--- config.mk ---
export PLATFORM = sky130hd
export DESIGN_NAME = brainwars_main
export DESIGN_NICKNAME = d
export VERILOG_FILES = /design/src/verilog/brainwars_pkg.sv /design/src/verilog/lcd_byte_if.sv /design/src/verilog/keypad_scan.sv /design/src/verilog/flick_game.sv /design/src/verilog/display_ctl.sv /design/src/verilog/frame_serializer.sv /design/src/verilog/lcd_ctrl.sv /design/src/verilog/brainwars_main.sv
export SDC_FILE = /design/constraint.sdc
export NUM_CORES = 1
export LEC_CHECK = 0
export ABC_AREA = 1
export BUFFER_PORTS_ARGS = -buffer_cell sky130_fd_sc_hd__buf_2
export CAP_MARGIN = 30
export CORE_ASPECT_RATIO = 1.75
export CORE_UTILIZATION = 47
export DETAILED_ROUTE_END_ITERATION = 8
export PLACE_DENSITY_LB_ADDON = 0.1
export SYNTH_ARGS = -nofsm -noshare
export SYNTH_HDL_FRONTEND = slang
export SYNTH_HIERARCHICAL = 1
export SYNTH_SLANG_ARGS = --single-unit
--- constraint.sdc ---
create_clock -name clk -period 4 [get_ports clk]
set_clock_uncertainty 0.1 [all_clocks]
set_input_delay 0.2 -clock clk [delete_from_list [all_inputs] [get_ports clk]]
set_output_delay 0.2 -clock clk [all_outputs]
set_load 0.03 [all_outputs]
--- src/verilog/brainwars_pkg.sv ---
package brainwars_pkg;

	////////////////////////////////////////////////////////////////////////////
	// sizes and timing
	////////////////////////////////////////////////////////////////////////////
	localparam int KEYPAD_WIDTH   = 4;  // rows and columns of the keypad
	localparam int SCAN_DIV       = 8;  // clocks per driven row
	localparam int FRAME_BYTES    = 16; // characters per frame
	localparam int LCD_EN_HIGH    = 4;  // enable high time per write
	localparam int LCD_EN_LOW     = 4;  // enable low time after a write
	localparam int LCD_RST_CYCLES = 16; // panel reset hold
	localparam int LINK_CREDITS   = 2;  // lcd byte buffer depth

	localparam int CREDIT_W  = $clog2(LINK_CREDITS + 1);     // holds 0..LINK_CREDITS
	localparam int BUF_PTR_W = $clog2(LINK_CREDITS);         // buffer slot index
	localparam logic [CREDIT_W-1:0] CREDIT_INIT = CREDIT_W'(LINK_CREDITS); // credits at reset

	typedef enum logic [1:0] {SCR_IDLE, SCR_INVITE, SCR_GAME, SCR_RESULT} screen_t;

	typedef enum logic [7:0] {
		CMD_DISPLAY_ON = 8'h3f, // panel on
		CMD_SET_PAGE   = 8'hb8, // page 0
		CMD_SET_COL    = 8'h40  // column 0
	} lcd_cmd_t;

	typedef enum logic [1:0] {DIR_UP, DIR_LEFT, DIR_RIGHT, DIR_DOWN} dir_t;

	// key code is row*4 + column
	localparam logic [3:0] KEY_UP    = 4'd1;
	localparam logic [3:0] KEY_LEFT  = 4'd4;
	localparam logic [3:0] KEY_RIGHT = 4'd6;
	localparam logic [3:0] KEY_DOWN  = 4'd9;
	localparam logic [7:0] ARROW_BASE = 8'h80; // glyph for DIR_UP, others follow

	////////////////////////////////////////////////////////////////////////////
	// frame texts, byte 0 in the top bits
	////////////////////////////////////////////////////////////////////////////
	localparam logic [127:0] TXT_IDLE   = "BRAIN WARS      ";
	localparam logic [127:0] TXT_INVITE = "WAITING PLAYER  ";
	localparam logic [127:0] TXT_RESULT = "SCORE           "; // digits go in bytes 14, 15

	// score 0..99 as two ascii digits, tens first
	function automatic logic [15:0] score_digits(input logic [6:0] score);
		logic [6:0] tens;
		logic [6:0] ones;
		tens = score / 7'd10;
		ones = score % 7'd10;
		return {8'h30 + {1'b0, tens}, 8'h30 + {1'b0, ones}};
	endfunction

endpackage

--- src/verilog/lcd_byte_if.sv ---
`timescale 1ns/1ps

// byte link from serializer to lcd controller, credit flow
interface lcd_byte_if;
	logic       valid;  // one byte this cycle, costs a credit
	logic [7:0] data;   // character byte
	logic       last;   // byte 15 of a frame
	logic       credit; // one buffer slot freed

	modport sender (
		output valid,
		output data,
		output last,
		input  credit
	);

	modport receiver (
		input  valid,
		input  data,
		input  last,
		output credit
	);
endinterface

--- src/verilog/keypad_scan.sv ---
`timescale 1ns/1ps

module keypad_scan (
	input  logic                                   clk,     // system clock
	input  logic                                   rst_n,   // sync reset, active low
	input  logic [brainwars_pkg::KEYPAD_WIDTH-1:0] col_n,   // column sense, low = pressed
	output logic [brainwars_pkg::KEYPAD_WIDTH-1:0] row_n,   // one row driven low at a time
	output logic [3:0]                             key,     // row*4 + column
	output logic                                   pressed  // one pulse per new press
);

	logic [$clog2(brainwars_pkg::SCAN_DIV)-1:0] div_cnt; // clocks into current row slot
	logic [1:0] row_idx; // row being driven
	logic [1:0] col_idx; // lowest pulled-down column
	logic       sample;  // last clock of the slot, lines settled
	logic       hit;     // any column low
	logic       seen;    // key seen in an earlier row of this scan
	logic       held;    // repeat blocker

	assign sample = int'(div_cnt) == brainwars_pkg::SCAN_DIV - 1;
	assign hit    = col_n != '1;

	always_comb begin
		row_n          = '1;
		row_n[row_idx] = 1'b0; // active low drive
	end

	// lowest column wins when several are low
	always_comb begin
		col_idx = 2'd0;
		for (int i = brainwars_pkg::KEYPAD_WIDTH - 1; i >= 0; i--) begin
			if (!col_n[i]) begin
				col_idx = i[1:0];
			end
		end
	end

	always_ff @(posedge clk) begin
		if (!rst_n) begin
			div_cnt <= '0;
			row_idx <= '0;
			seen    <= 1'b0;
			held    <= 1'b0;
			pressed <= 1'b0;
		end else begin
			pressed <= 1'b0;
			if (sample) begin
				div_cnt <= '0;
				row_idx <= row_idx + 2'd1; // next row, wraps after row 3
				if (hit && !held) begin
					pressed <= 1'b1;
					held    <= 1'b1;
				end
				if (int'(row_idx) == brainwars_pkg::KEYPAD_WIDTH - 1) begin
					seen <= 1'b0; // scan complete
					if (!seen && !hit) begin
						held <= 1'b0; // clear scan re-arms
					end
				end else begin
					seen <= seen | hit;
				end
			end else begin
				div_cnt <= div_cnt + 1'b1;
			end
		end
	end

	always_ff @(posedge clk) begin
		if (sample && hit && !held) begin
			key <= {row_idx, col_idx}; // captured with the pulse
		end
	end

endmodule

--- src/verilog/flick_game.sv ---
`timescale 1ns/1ps

module flick_game (
	input  logic                   clk,        // system clock
	input  logic                   rst_n,      // sync reset, active low
	input  brainwars_pkg::screen_t screen,     // current board screen
	input  logic [3:0]             key,        // pressed key code
	input  logic                   pressed,    // new press pulse
	output logic                   point,      // one pulse per correct press
	output logic [6:0]             score,      // 0..99
	output logic [127:0]           game_frame  // arrow, spaces, score
);

	brainwars_pkg::dir_t target; // arrow on screen
	logic [3:0]  target_key;     // key that scores on this target
	logic [15:0] digits;         // score as ascii
	logic        hit;            // press matches target

	always_comb begin
		case (target)
			brainwars_pkg::DIR_UP:    target_key = brainwars_pkg::KEY_UP;
			brainwars_pkg::DIR_LEFT:  target_key = brainwars_pkg::KEY_LEFT;
			brainwars_pkg::DIR_RIGHT: target_key = brainwars_pkg::KEY_RIGHT;
			default:                  target_key = brainwars_pkg::KEY_DOWN;
		endcase
	end

	assign hit    = key == target_key;
	assign digits = brainwars_pkg::score_digits(score);

	// byte 0 glyph, bytes 1..13 blank, bytes 14..15 score
	assign game_frame = {
		brainwars_pkg::ARROW_BASE + {6'd0, target},
		{(brainwars_pkg::FRAME_BYTES - 3){8'h20}},
		digits
	};

	always_ff @(posedge clk) begin
		if (!rst_n) begin
			target <= brainwars_pkg::DIR_UP;
			score  <= '0;
			point  <= 1'b0;
		end else begin
			point <= 1'b0;
			if (screen == brainwars_pkg::SCR_IDLE) begin
				target <= brainwars_pkg::DIR_UP; // fresh round
				score  <= '0;
			end else if (screen == brainwars_pkg::SCR_GAME && pressed) begin
				// every press moves on, even a wrong or non-arrow key
				target <= brainwars_pkg::dir_t'(target + 2'd1);
				if (hit) begin
					point <= 1'b1;
					score <= (score == 7'd99) ? 7'd0 : score + 7'd1; // wraps at 99
				end
			end
		end
	end

endmodule

--- src/verilog/display_ctl.sv ---
`timescale 1ns/1ps

module display_ctl (
	input  brainwars_pkg::screen_t screen,     // current board screen
	input  logic [6:0]             score,      // from the game
	input  logic [127:0]           game_frame, // game screen contents
	output logic [127:0]           frame       // chosen frame, byte 0 on top
);

	logic [127:0] result_frame; // score text with digits

	assign result_frame = {
		brainwars_pkg::TXT_RESULT[127:16],
		brainwars_pkg::score_digits(score)
	};

	always_comb begin
		case (screen)
			brainwars_pkg::SCR_IDLE:   frame = brainwars_pkg::TXT_IDLE;
			brainwars_pkg::SCR_INVITE: frame = brainwars_pkg::TXT_INVITE;
			brainwars_pkg::SCR_GAME:   frame = game_frame;
			default:                   frame = result_frame;
		endcase
	end

endmodule

--- src/verilog/frame_serializer.sv ---
`timescale 1ns/1ps

module frame_serializer (
	input  logic         clk,   // system clock
	input  logic         rst_n, // sync reset, active low
	input  logic [127:0] frame, // frame from the screen selector
	lcd_byte_if.sender   link   // byte link to the lcd controller
);

	typedef enum logic {SER_LATCH, SER_SEND} ser_state_t;

	ser_state_t   state;
	logic [127:0] frame_q; // shifts left, next byte on top
	logic [$clog2(brainwars_pkg::FRAME_BYTES)-1:0] idx; // byte being sent
	logic [brainwars_pkg::CREDIT_W-1:0] credits; // free slots at the far end
	logic         send;      // byte goes out next cycle
	logic         last_byte; // idx at byte 15

	assign send      = (state == SER_SEND) && (credits != '0);
	assign last_byte = int'(idx) == brainwars_pkg::FRAME_BYTES - 1;

	always_ff @(posedge clk) begin
		if (!rst_n) begin
			state      <= SER_LATCH;
			idx        <= '0;
			credits    <= brainwars_pkg::CREDIT_INIT;
			link.valid <= 1'b0;
		end else begin
			link.valid <= send;
			case ({send, link.credit})
				2'b10:   credits <= credits - 1'b1; // spent
				2'b01:   credits <= credits + 1'b1; // returned
				default: credits <= credits;        // none or both
			endcase
			if (state == SER_LATCH) begin
				state <= SER_SEND;
				idx   <= '0;
			end else if (send) begin
				idx <= idx + 1'b1;
				if (last_byte) begin
					state <= SER_LATCH; // grab the next frame
				end
			end
		end
	end

	always_ff @(posedge clk) begin
		if (state == SER_LATCH) begin
			frame_q <= frame;
		end else if (send) begin
			frame_q <= {frame_q[119:0], 8'h00};
		end
		if (send) begin
			link.data <= frame_q[127:120];
			link.last <= last_byte;
		end
	end

endmodule

--- src/verilog/lcd_ctrl.sv ---
`timescale 1ns/1ps

module lcd_ctrl (
	input  logic         clk,      // system clock
	input  logic         rst_n,    // sync reset, active low
	input  logic         lcd_busy, // panel not ready for a new write
	lcd_byte_if.receiver link,     // bytes from the serializer
	output logic         lcd_rst,  // panel reset, active low
	output logic         lcd_en,   // write strobe
	output logic         lcd_di,   // 0 command, 1 data
	output logic [7:0]   lcd_data  // panel data bus
);

	typedef enum logic [2:0] {
		ST_RST_HOLD, // panel held in reset
		ST_INIT,     // power-up commands
		ST_COL,      // column command ahead of a frame
		ST_DATA,     // character writes
		ST_EN_HIGH,  // strobe high
		ST_EN_LOW    // strobe low recovery
	} state_t;

	state_t     state;
	logic [$clog2(brainwars_pkg::LCD_RST_CYCLES)-1:0] timer; // reset and strobe timing
	logic [1:0] init_idx;  // init commands issued so far
	logic       new_frame; // next byte opens a frame
	logic [7:0] init_cmd;  // command for init_idx
	logic       start_init;
	logic       start_col;
	logic       pop;       // byte leaves the buffer for the panel

	logic [7:0] fifo_data [brainwars_pkg::LINK_CREDITS];
	logic       fifo_last [brainwars_pkg::LINK_CREDITS];
	logic [brainwars_pkg::BUF_PTR_W-1:0] wr_ptr;
	logic [brainwars_pkg::BUF_PTR_W-1:0] rd_ptr;
	logic [brainwars_pkg::CREDIT_W-1:0]  count; // bytes held

	function automatic logic [brainwars_pkg::BUF_PTR_W-1:0] ptr_next(
		input logic [brainwars_pkg::BUF_PTR_W-1:0] ptr
	);
		if (int'(ptr) == brainwars_pkg::LINK_CREDITS - 1) begin
			return '0;
		end
		return ptr + 1'b1;
	endfunction

	always_comb begin
		case (init_idx)
			2'd0:    init_cmd = brainwars_pkg::CMD_DISPLAY_ON;
			2'd1:    init_cmd = brainwars_pkg::CMD_SET_PAGE;
			default: init_cmd = brainwars_pkg::CMD_SET_COL;
		endcase
	end

	// a busy panel only holds off the start of a write
	assign start_init = (state == ST_INIT) && !lcd_busy;
	assign start_col  = (state == ST_COL) && !lcd_busy;
	assign pop        = (state == ST_DATA) && (count != '0) && !new_frame && !lcd_busy;

	////////////////////////////////////////////////////////////////////////////
	// write sequencer
	////////////////////////////////////////////////////////////////////////////
	always_ff @(posedge clk) begin
		if (!rst_n) begin
			state     <= ST_RST_HOLD;
			timer     <= '0;
			init_idx  <= '0;
			new_frame <= 1'b1; // first byte ever opens a frame
			lcd_rst   <= 1'b0;
			lcd_en    <= 1'b0;
		end else begin
			case (state)
				ST_RST_HOLD: begin
					if (int'(timer) == brainwars_pkg::LCD_RST_CYCLES - 1) begin
						timer   <= '0;
						lcd_rst <= 1'b1;
						state   <= ST_INIT;
					end else begin
						timer <= timer + 1'b1;
					end
				end
				ST_INIT: begin
					if (start_init) begin
						init_idx <= init_idx + 2'd1;
						lcd_en   <= 1'b1;
						state    <= ST_EN_HIGH;
					end
				end
				ST_COL: begin
					if (start_col) begin
						new_frame <= 1'b0;
						lcd_en    <= 1'b1;
						state     <= ST_EN_HIGH;
					end
				end
				ST_DATA: begin
					if (pop) begin
						new_frame <= fifo_last[rd_ptr]; // frame ends after this byte
						lcd_en    <= 1'b1;
						state     <= ST_EN_HIGH;
					end else if (count != '0 && new_frame) begin
						state <= ST_COL;
					end
				end
				ST_EN_HIGH: begin
					if (int'(timer) == brainwars_pkg::LCD_EN_HIGH - 1) begin
						timer  <= '0;
						lcd_en <= 1'b0; // panel latches on this fall
						state  <= ST_EN_LOW;
					end else begin
						timer <= timer + 1'b1;
					end
				end
				ST_EN_LOW: begin
					if (int'(timer) == brainwars_pkg::LCD_EN_LOW - 1) begin
						timer <= '0;
						state <= (init_idx == 2'd3) ? ST_DATA : ST_INIT; // three init cmds
					end else begin
						timer <= timer + 1'b1;
					end
				end
				default: state <= ST_RST_HOLD;
			endcase
		end
	end

	////////////////////////////////////////////////////////////////////////////
	// byte buffer and credit return
	////////////////////////////////////////////////////////////////////////////
	always_ff @(posedge clk) begin
		if (!rst_n) begin
			wr_ptr      <= '0;
			rd_ptr      <= '0;
			count       <= '0;
			link.credit <= 1'b0;
		end else begin
			link.credit <= pop; // one credit per byte taken
			if (link.valid) begin
				wr_ptr <= ptr_next(wr_ptr);
			end
			if (pop) begin
				rd_ptr <= ptr_next(rd_ptr);
			end
			case ({link.valid, pop})
				2'b10:   count <= count + 1'b1;
				2'b01:   count <= count - 1'b1;
				default: count <= count;
			endcase
		end
	end

	always_ff @(posedge clk) begin
		if (link.valid) begin
			fifo_data[wr_ptr] <= link.data;
			fifo_last[wr_ptr] <= link.last;
		end
		// bus stays put for the whole strobe
		if (start_init) begin
			lcd_data <= init_cmd;
			lcd_di   <= 1'b0;
		end else if (start_col) begin
			lcd_data <= brainwars_pkg::CMD_SET_COL;
			lcd_di   <= 1'b0;
		end else if (pop) begin
			lcd_data <= fifo_data[rd_ptr];
			lcd_di   <= 1'b1;
		end
	end

endmodule

--- src/verilog/brainwars_main.sv ---
`timescale 1ns/1ps

module brainwars_main (
	input  logic                   clk,      // system clock
	input  logic                   rst_n,    // sync reset, active low
	input  brainwars_pkg::screen_t screen,   // screen code from the board fsm
	input  logic [3:0]             col_n,    // keypad columns
	output logic [3:0]             row_n,    // keypad rows
	input  logic                   lcd_busy, // panel busy
	output logic                   lcd_rst,  // panel reset
	output logic                   lcd_en,   // panel strobe
	output logic                   lcd_di,   // panel data/instruction
	output logic [7:0]             lcd_data, // panel data bus
	output logic                   point     // correct press pulse
);

	logic [3:0]   key;        // decoded key
	logic         pressed;    // new press
	logic [6:0]   score;      // game score
	logic [127:0] game_frame; // game screen
	logic [127:0] frame;      // selected screen

	lcd_byte_if link ();

	keypad_scan u_keypad_scan (
		.clk     (clk),
		.rst_n   (rst_n),
		.col_n   (col_n),
		.row_n   (row_n),
		.key     (key),
		.pressed (pressed)
	);

	flick_game u_flick_game (
		.clk        (clk),
		.rst_n      (rst_n),
		.screen     (screen),
		.key        (key),
		.pressed    (pressed),
		.point      (point),
		.score      (score),
		.game_frame (game_frame)
	);

	display_ctl u_display_ctl (
		.screen     (screen),
		.score      (score),
		.game_frame (game_frame),
		.frame      (frame)
	);

	frame_serializer u_frame_serializer (
		.clk   (clk),
		.rst_n (rst_n),
		.frame (frame),
		.link  (link)
	);

	lcd_ctrl u_lcd_ctrl (
		.clk      (clk),
		.rst_n    (rst_n),
		.lcd_busy (lcd_busy),
		.link     (link),
		.lcd_rst  (lcd_rst),
		.lcd_en   (lcd_en),
		.lcd_di   (lcd_di),
		.lcd_data (lcd_data)
	);

endmodule

==> results.toml, run 1 <==
[run_status]
outcome = "finished, final reports clean"

[global_routing]
grt_max_degree = 74
grt_pass1_wl_um = 36300
grtUsageTotal_pct = 17.5
grt_overflow = 0
antenna_found_initial = 0
grt_pass1_vias = 7735

[routing]
vias = 8088
postRouteAntennaNets = 0
routed_wl_um = 21400
viasPerCell = 4.57
drc = 0
wl_per_cell_um = 12.1
drt-pass1-iter-count = 4
drtIter0Drc = 396

[worst_hold_path]
holdPathStages = 2
min_to = "u_frame_serializer/credits[1]"
hp-start = "rst_n"
hold_class = "input pin to flip-flop"

[synth]
synthArstFlopShare_pct = 0
synth_ff_type = "edfxtp_1"
ys_seq_area_share_pct = 49.8
synth.most_common_cell = "nand2_1"
syn_avg_cell_area_um2 = 8.32
synth_top_area_cell = "edfxtp_1"
synth.distinct_cells = 49
ys_top_cells_by_area = "edfxtp_1 42%, nand2_1 17%, buf_4 8.2%"
synth_seq_cells = 212
yosys-top-cells-count = "533 x nand2_1, 167 x edfxtp_1, 148 x nor2_1"
syn-cell-area_mm2 = 0.0119
synth_top_area_share_pct = 42.2
synth-warning-count = 6
synth-edff-count = 167
netlist_instances = 1427

[worst_setup_path]
worstReg2RegStart = "u_flick_game/score[6]"
criticalPathCategory = "flip-flop to flip-flop"
rr_endpoint = "u_frame_serializer/frame_q[6]"
path_max_fanout = 9
worstPathRequired_ns = 4.14
r2r_cells = 20
critPathArrivalTime_ns = 2.90
critPathCaptureType = "flip-flop"
cp-start-kind = "flip-flop"
rrSetupSlack_ns = 1.24

[sta]
worst_pin_slew_ns = 0.798
totalNegativeSetupSlack_ns = 0
slew_headroom_pct = 46.7
period_needed_ns = 2.76
setup_viol_count_final = 0
rsz0062_at_grt = "false"
report.final.slew_viol_count = 0
hold_viol_final = 0
fmax_mhz = 362
finalCritPeriodShare_pct = 69.0

[pwr]
switchingPower_mw = 1.45
power_density_mw_per_mm2 = 455
internal-power_mw = 4.25
pwr-share-clk_pct = 38.1
leakage_nw = 5.90
pwr-share-seq_pct = 48.9
sw_frac_of_total_pct = 25.5
pwr-share-comb_pct = 13.0
vdd_drop_max_mv = 0.304

[finish]
fillCellCount = 2400
multi_input_area_mm2 = 0.00468
syn2layout_area_growth_pct = 5.67
utilization_pct = 50.8
finalNetCount = 1473
antenna_cells = 0
drive_gt1_share_pct = 10.4
seq_area_mm2 = 0.00592

[floorplan]
io_pins = 25
initial_core_util_pct = 48.0
die-area_mm2 = 0.0259
core_mm2 = 0.0247
placementRows = 76
die_w_um = 122
die_h_um = 212

[cts]
cts_root_buf = "clkbuf_16"
clk_path_buf_depth = 3
cts_inserted_buffers = 22
cts_sinks = 212
h-tree-depth = 1
cts_tree = "yes"
clk_latency_ns = 0.51
clkSlewWorstSetupHoldPaths_ns = 0.06
cts_resized = 0

[run]
cap_violations = 0

[placed_design]
gp_congestion = 0.782
dpl.hpwl_um = 13600
portBuffers = 24
## stage by stage
stage               power, mW  worst slack, ns  hold WS, ns  instance area, µm²  cells
floorplan                3.50           0.0677        0.185               12300   1540
global placement         3.57             1.29        0.304               11700   1724
global route             6.00            0.964       0.0366               12500   1770
CTS                      5.80             1.23       0.0132               12500   1770
finish                   5.71             1.24       0.0244               12500   1770
detailed placement       3.58             1.23        0.310               11700   1724
## critical path, stage by stage (launching register included)
cell,delay (ns)
dfxtp_1,0.47
inv_1,0.15
nand2_1,0.12
nand3_2,0.11
nand2_2,0.11
nand2_2,0.08
nand2_4,0.09
nand3_2,0.08
nand2_1,0.09
nand2_2,0.08
clkinv_4,0.09
nand2_2,0.06
nor2_2,0.16
nand3_2,0.13
ha_1,0.23
nand4_1,0.09
nand2_1,0.05
nand2_1,0.05
o21ai_0,0.07
inv_1,0.05
nor2_1,0.03
## placed cells by master, fill, tap and decap left out, types with 7 or more instances in the layout
cell type and count:
clkbuf_16 23, nand3_1 29, nand4_1 9, mux2i_1 7, buf_2 24, conb_1 116
nand3_2 10, edfxtp_1 167, or2_2 8, buf_4 9, nand2_2 20, nor2_1 147
inv_2 14, ha_1 21, o21ai_0 31, o21a_1 12, inv_1 118, dlygate4sd3_1 7
dfxtp_1 44, a21oi_1 28, nand2_1 532, nand2_4 9
## area by class of cell
cell class,instances,share of cell area [%]
Sequential cell,212,47.2
Timing Repair Buffer,41,2.21
Tap cell,312,3.11
Clock inverter,12,1.28
Multi-Input combinational cell,1029,37.3
Inverter,137,4.17
Clock buffer,27,4.79
## repair_timing
action / CTS / global route
setup buffers: 0 / 0
hold buffers: 7 / 0
endpoints found under the hold margin: 4 / 0
endpoints found under the setup margin: 0 / 0
## registers in the layout, indices dropped and copies added, names as in the netlist, 2 cells and up, named ones only
name / cells
u_keypad_scan/key: 4
u_flick_game/target: 2
u_keypad_scan/div_cnt: 3
u_frame_serializer/frame_q: 128
u_lcd_ctrl/timer: 4
u_lcd_ctrl/fifo_last: 2
u_frame_serializer/idx: 4
u_lcd_ctrl/lcd_data: 8
u_frame_serializer/credits: 2
u_frame_serializer/link.data: 8
u_lcd_ctrl/state: 3
u_lcd_ctrl/init_idx: 2
u_lcd_ctrl/fifo_data: 16
u_keypad_scan/row_idx: 2
u_flick_game/score: 7
u_lcd_ctrl/count: 2
## worst max-delay path by stage
stage / from / end / cells after the start
after floorplan: u_frame_serializer/state / u_frame_serializer/frame_q[0] / 3
after global placement: u_flick_game/score[6] / u_frame_serializer/frame_q[6] / 20
after detailed placement: u_flick_game/score[6] / u_frame_serializer/frame_q[6] / 20
after CTS: u_flick_game/score[6] / u_frame_serializer/frame_q[6] / 20
after global routing: u_flick_game/score[6] / u_frame_serializer/frame_q[6] / 20
final: u_flick_game/score[6] / u_frame_serializer/frame_q[6] / 20
## power groups by stage
stage	Clock [mW]	Sequential, mW	Combinational (mW)
after global placement	0	2.83	0.736
after CTS	2.25	2.79	0.753
after global routing	2.32	2.82	0.854
after detailed placement	0	2.84	0.745
after floorplan	0	2.88	0.622
final	2.17	2.79	0.743
## layer usage
layer / track usage (%) / vias up / share of wire, %
li1: - / 4296 / -
met1: 19.1 / 3717 / 42
met2: 34.0 / 47 / 54
met3: 2.09 / 28 / 2.2
met4: 5.80 / 0 / 2.1
met5: 0 / - / 0
## cell families after synthesis
| logic type | Yosys count | share of synthesized area (%) |
|---|---|---|
| AO/OA/AOI/OAI | 90 | 4.49 |
| XOR/XNOR | 4 | 0.295 |
| adder cells (fa/ha/maj) | 21 | 2.21 |
| buffers and inverters | 299 | 14.5 |
| flip-flops | 212 | 49.8 |
| multiplexers | 7 | 0.590 |
| other | 3 | 0.0948 |
| AND/OR/NAND/NOR | 791 | 28.1 |
Note: power is estimated with default switching activity, not from simulation.
==> inputs of run 2 (changes only) <==
ABC_AREA = 0   (was 1)
clock period = 2.74 ns   (was 4 ns; I/O delays follow)
==> run 2 against run 1 <==
  * Combinational power down 13%
  * Total power rose by 38%
  * Critical endpoint is now u_frame_serializer/frame_q[8]
  * Critical path type unchanged
  * Clock power grew 48%
  * Synthesized area up 0.82%
  * Hold slack better by 0.036 ns
  * Core utilization increased by 1.2 points
  * First-iteration DRC count fell by 27%
  * Final cell count fell by 20%
==> results.toml, run 2 <==
[pwr]
pwr-share-comb_pct = 8.2
p_total_mw = 7.90
switchingPower_mw = 1.69
sw_frac_of_total_pct = 21.4
pwr-share-clk_pct = 40.7
vdd_drop_max_mv = 0.551
leakage_nw = 5.16
power_density_mw_per_mm2 = 612
pwr-share-seq_pct = 51.1
internal-power_mw = 6.21

[worst_setup_path]
path_max_fanout = 21
crit_slowest_cell = "dfxtp_1"
crit_buf_inv = 2
crit_chain = "buf_4 > nor2b_1 > mux2i_1 > o21ai_1 > a2111oi_0 > buf_4 > nor2_1 > mux2_2"
criticalPathCategory = "flip-flop to flip-flop"
critPathCaptureType = "flip-flop"
cp_top_family = "flip-flops"
critPathArrivalTime_ns = 2.66
crit_top_cell = "buf_4"
rrSetupSlack_ns = 0.22
worstPathRequired_ns = 2.88
max_stage_delay_ns = 0.54
cp-start-kind = "flip-flop"
r2r_cells = 8
rr_endpoint = "u_frame_serializer/frame_q[8]"
worstReg2RegStart = "u_flick_game/score[3]"

[finish]
final_cell_mix = "167 x edfxtp_1, 116 x conb_1, 114 x mux2_2, 62 x nor2_1, 61 x and2_1"
antenna_cells = 0
multi_input_area_mm2 = 0.00513
fillCellCount = 2198
drive_gt1_share_pct = 22.3
seq_area_mm2 = 0.00592
reg_top3 = "u_frame_serializer/frame_q: 128 flops, u_lcd_ctrl/fifo_data: 16 flops"
finalNetCount = 1119
fin_cells = 1417
utilization_pct = 52.0
syn2layout_area_growth_pct = 7.74
largest_register_ffs = 128
mostFrequentLayoutCell = "edfxtp_1"
finalInstanceArea_mm2 = 0.0129
regMostFlops = "u_frame_serializer/frame_q"

[synth]
synthArstFlopShare_pct = 0
synth_seq_cells = 212
netlist_instances = 1061
ys_top_cells_by_area = "edfxtp_1 42%, mux2_2 11%, dfxtp_1 7.5%"
synth-warning-count = 6
syn-cell-area_mm2 = 0.0120
yosys-top-cells-count = "167 x edfxtp_1, 116 x buf_4, 114 x mux2_2"
ys_seq_area_share_pct = 49.4
synth_ff_type = "edfxtp_1"
synth.distinct_cells = 79
synth.most_common_cell = "edfxtp_1"
synth_top_area_share_pct = 41.9
syn_avg_cell_area_um2 = 11.3
synth_top_area_cell = "edfxtp_1"
synth-edff-count = 167

[routing]
drtIter0Drc = 291
drt-pass1-iter-count = 4
wl_per_cell_um = 14.4
drc = 0
postRouteAntennaNets = 0
routed_wl_um = 20400
viasPerCell = 4.94
vias = 7004

[floorplan]
die_w_um = 123
placementRows = 76
core_mm2 = 0.0248
io_pins = 25
die_h_um = 213
initial_core_util_pct = 48.2
die-area_mm2 = 0.0261

[worst_hold_path]
min_to = "u_frame_serializer/frame_q[72]"
hp-start = "screen[1]"
holdPathStages = 3
hold_class = "input pin to flip-flop"

[sta]
hold_viol_final = 0
finalCritPeriodShare_pct = 92.1
setup_viol_count_final = 0
rsz0062_at_grt = "false"
totalNegativeSetupSlack_ns = 0
slew_headroom_pct = 45.5
period_needed_ns = 2.52
fmax_mhz = 396
worst_pin_slew_ns = 0.815
report.final.slew_viol_count = 0

[global_routing]
grt_max_degree = 109
grt_pass1_vias = 6991
grt_pass1_wl_um = 34400
antenna_found_initial = 0
grtUsageTotal_pct = 16.4
grt_overflow = 0

[placed_design]
placed_area_mm2 = 0.0120
place_inst = 1368
portBuffers = 24
gp_congestion = 0.782
dpl.hpwl_um = 13200

[cts]
cts_root_buf = "clkbuf_16"
clk_latency_ns = 0.50
post-cts-setup-buffer-count = 0
cts_tree = "yes"
cts_sinks = 212
h-tree-depth = 1
clk_path_buf_depth = 3
cts_inserted_buffers = 22
clkSlewWorstSetupHoldPaths_ns = 0.06

[run]
cap_violations = 0

[run_status]
outcome = "finished, final reports clean"
[run 2: worst reg2reg max path, delay by kind of cell (launching register included)]
family / cells / cell delay (ns)
buffers and inverters: 2 / 0.51
multiplexers: 2 / 0.39
AND/OR/NAND/NOR: 2 / 0.19
flip-flops: 1 / 0.54
AO/OA/AOI/OAI: 2 / 0.54
[run 2: how the worst max path moves through the flow]
stage	start	end	slack [ns]	depth (start not counted)
after floorplan	u_flick_game/score[6]	u_frame_serializer/frame_q[6]	0.36	11
after global placement	u_flick_game/score[6]	u_frame_serializer/frame_q[8]	0.14	8
after detailed placement	u_flick_game/score[6]	u_frame_serializer/frame_q[8]	0.15	8
after CTS	u_flick_game/score[6]	u_frame_serializer/frame_q[8]	0.12	8
after global routing	u_flick_game/score[4]	u_frame_serializer/frame_q[8]	0.03	10
final	u_flick_game/score[3]	u_frame_serializer/frame_q[8]	0.22	8
[run 2: cell families after synthesis]
group,after synthesis,synth area share [%]
flops,212,49.4
simple gates,276,13.0
mux,139,12.9
compound gates,165,9.14
fa+ha+maj,21,2.19
xor+xnor,24,1.76
buf+inv,221,11.5
other cells,3,0.0940
[run 2: per-stage QoR]
| stage | setup slack (ns) | hold WS (ns) |
|---|---|---|
| 3_5_place_dp | 0.146 | 0.308 |
| 2_1_floorplan | 0.356 | 0.109 |
| 6_report | 0.216 | 0.0601 |
| 3_3_place_gp | 0.144 | 0.304 |
| 4_1_cts | 0.119 | 0.0486 |
| 5_1_grt | 0.0275 | 0.0753 |
[run 2: power groups by stage]
stage          combinational [mW]  clock, mW  sequential [mW]
3_3_place_gp                0.634          0             4.10
5_1_grt                     0.724       3.45             4.08
6_report                    0.644       3.22             4.04
2_1_floorplan               0.620          0             4.06
4_1_cts                     0.655       3.33             4.04
3_5_place_dp                0.642          0             4.11
[run 2: what timing repair did]
action                                  4_1_cts  5_1_grt
endpoints found under the hold margin        11        0
resized for setup                             0        2
endpoints found under the setup margin        0        2
hold buffers                                  9        0
[run 2: cell type report]
class	instances	area share [%]
sequential	212	45.9
multi-input combinational	741	39.8
clock buffer	26	4.70
timing repair buffer	69	3.92
tap	312	3.03
clock inverter	14	1.44
inverter	43	1.25
[run 2: metal layers]
metal	track usage, %	part of all wire [%]	wire [µm]	up-vias
met5	0	0	0	-
met4	4.58	1.8	360	0
met3	1.76	2.5	516	23
met2	31.9	54	11100	87
met1	18.3	41	8430	3333
li1	-	-	-	3561
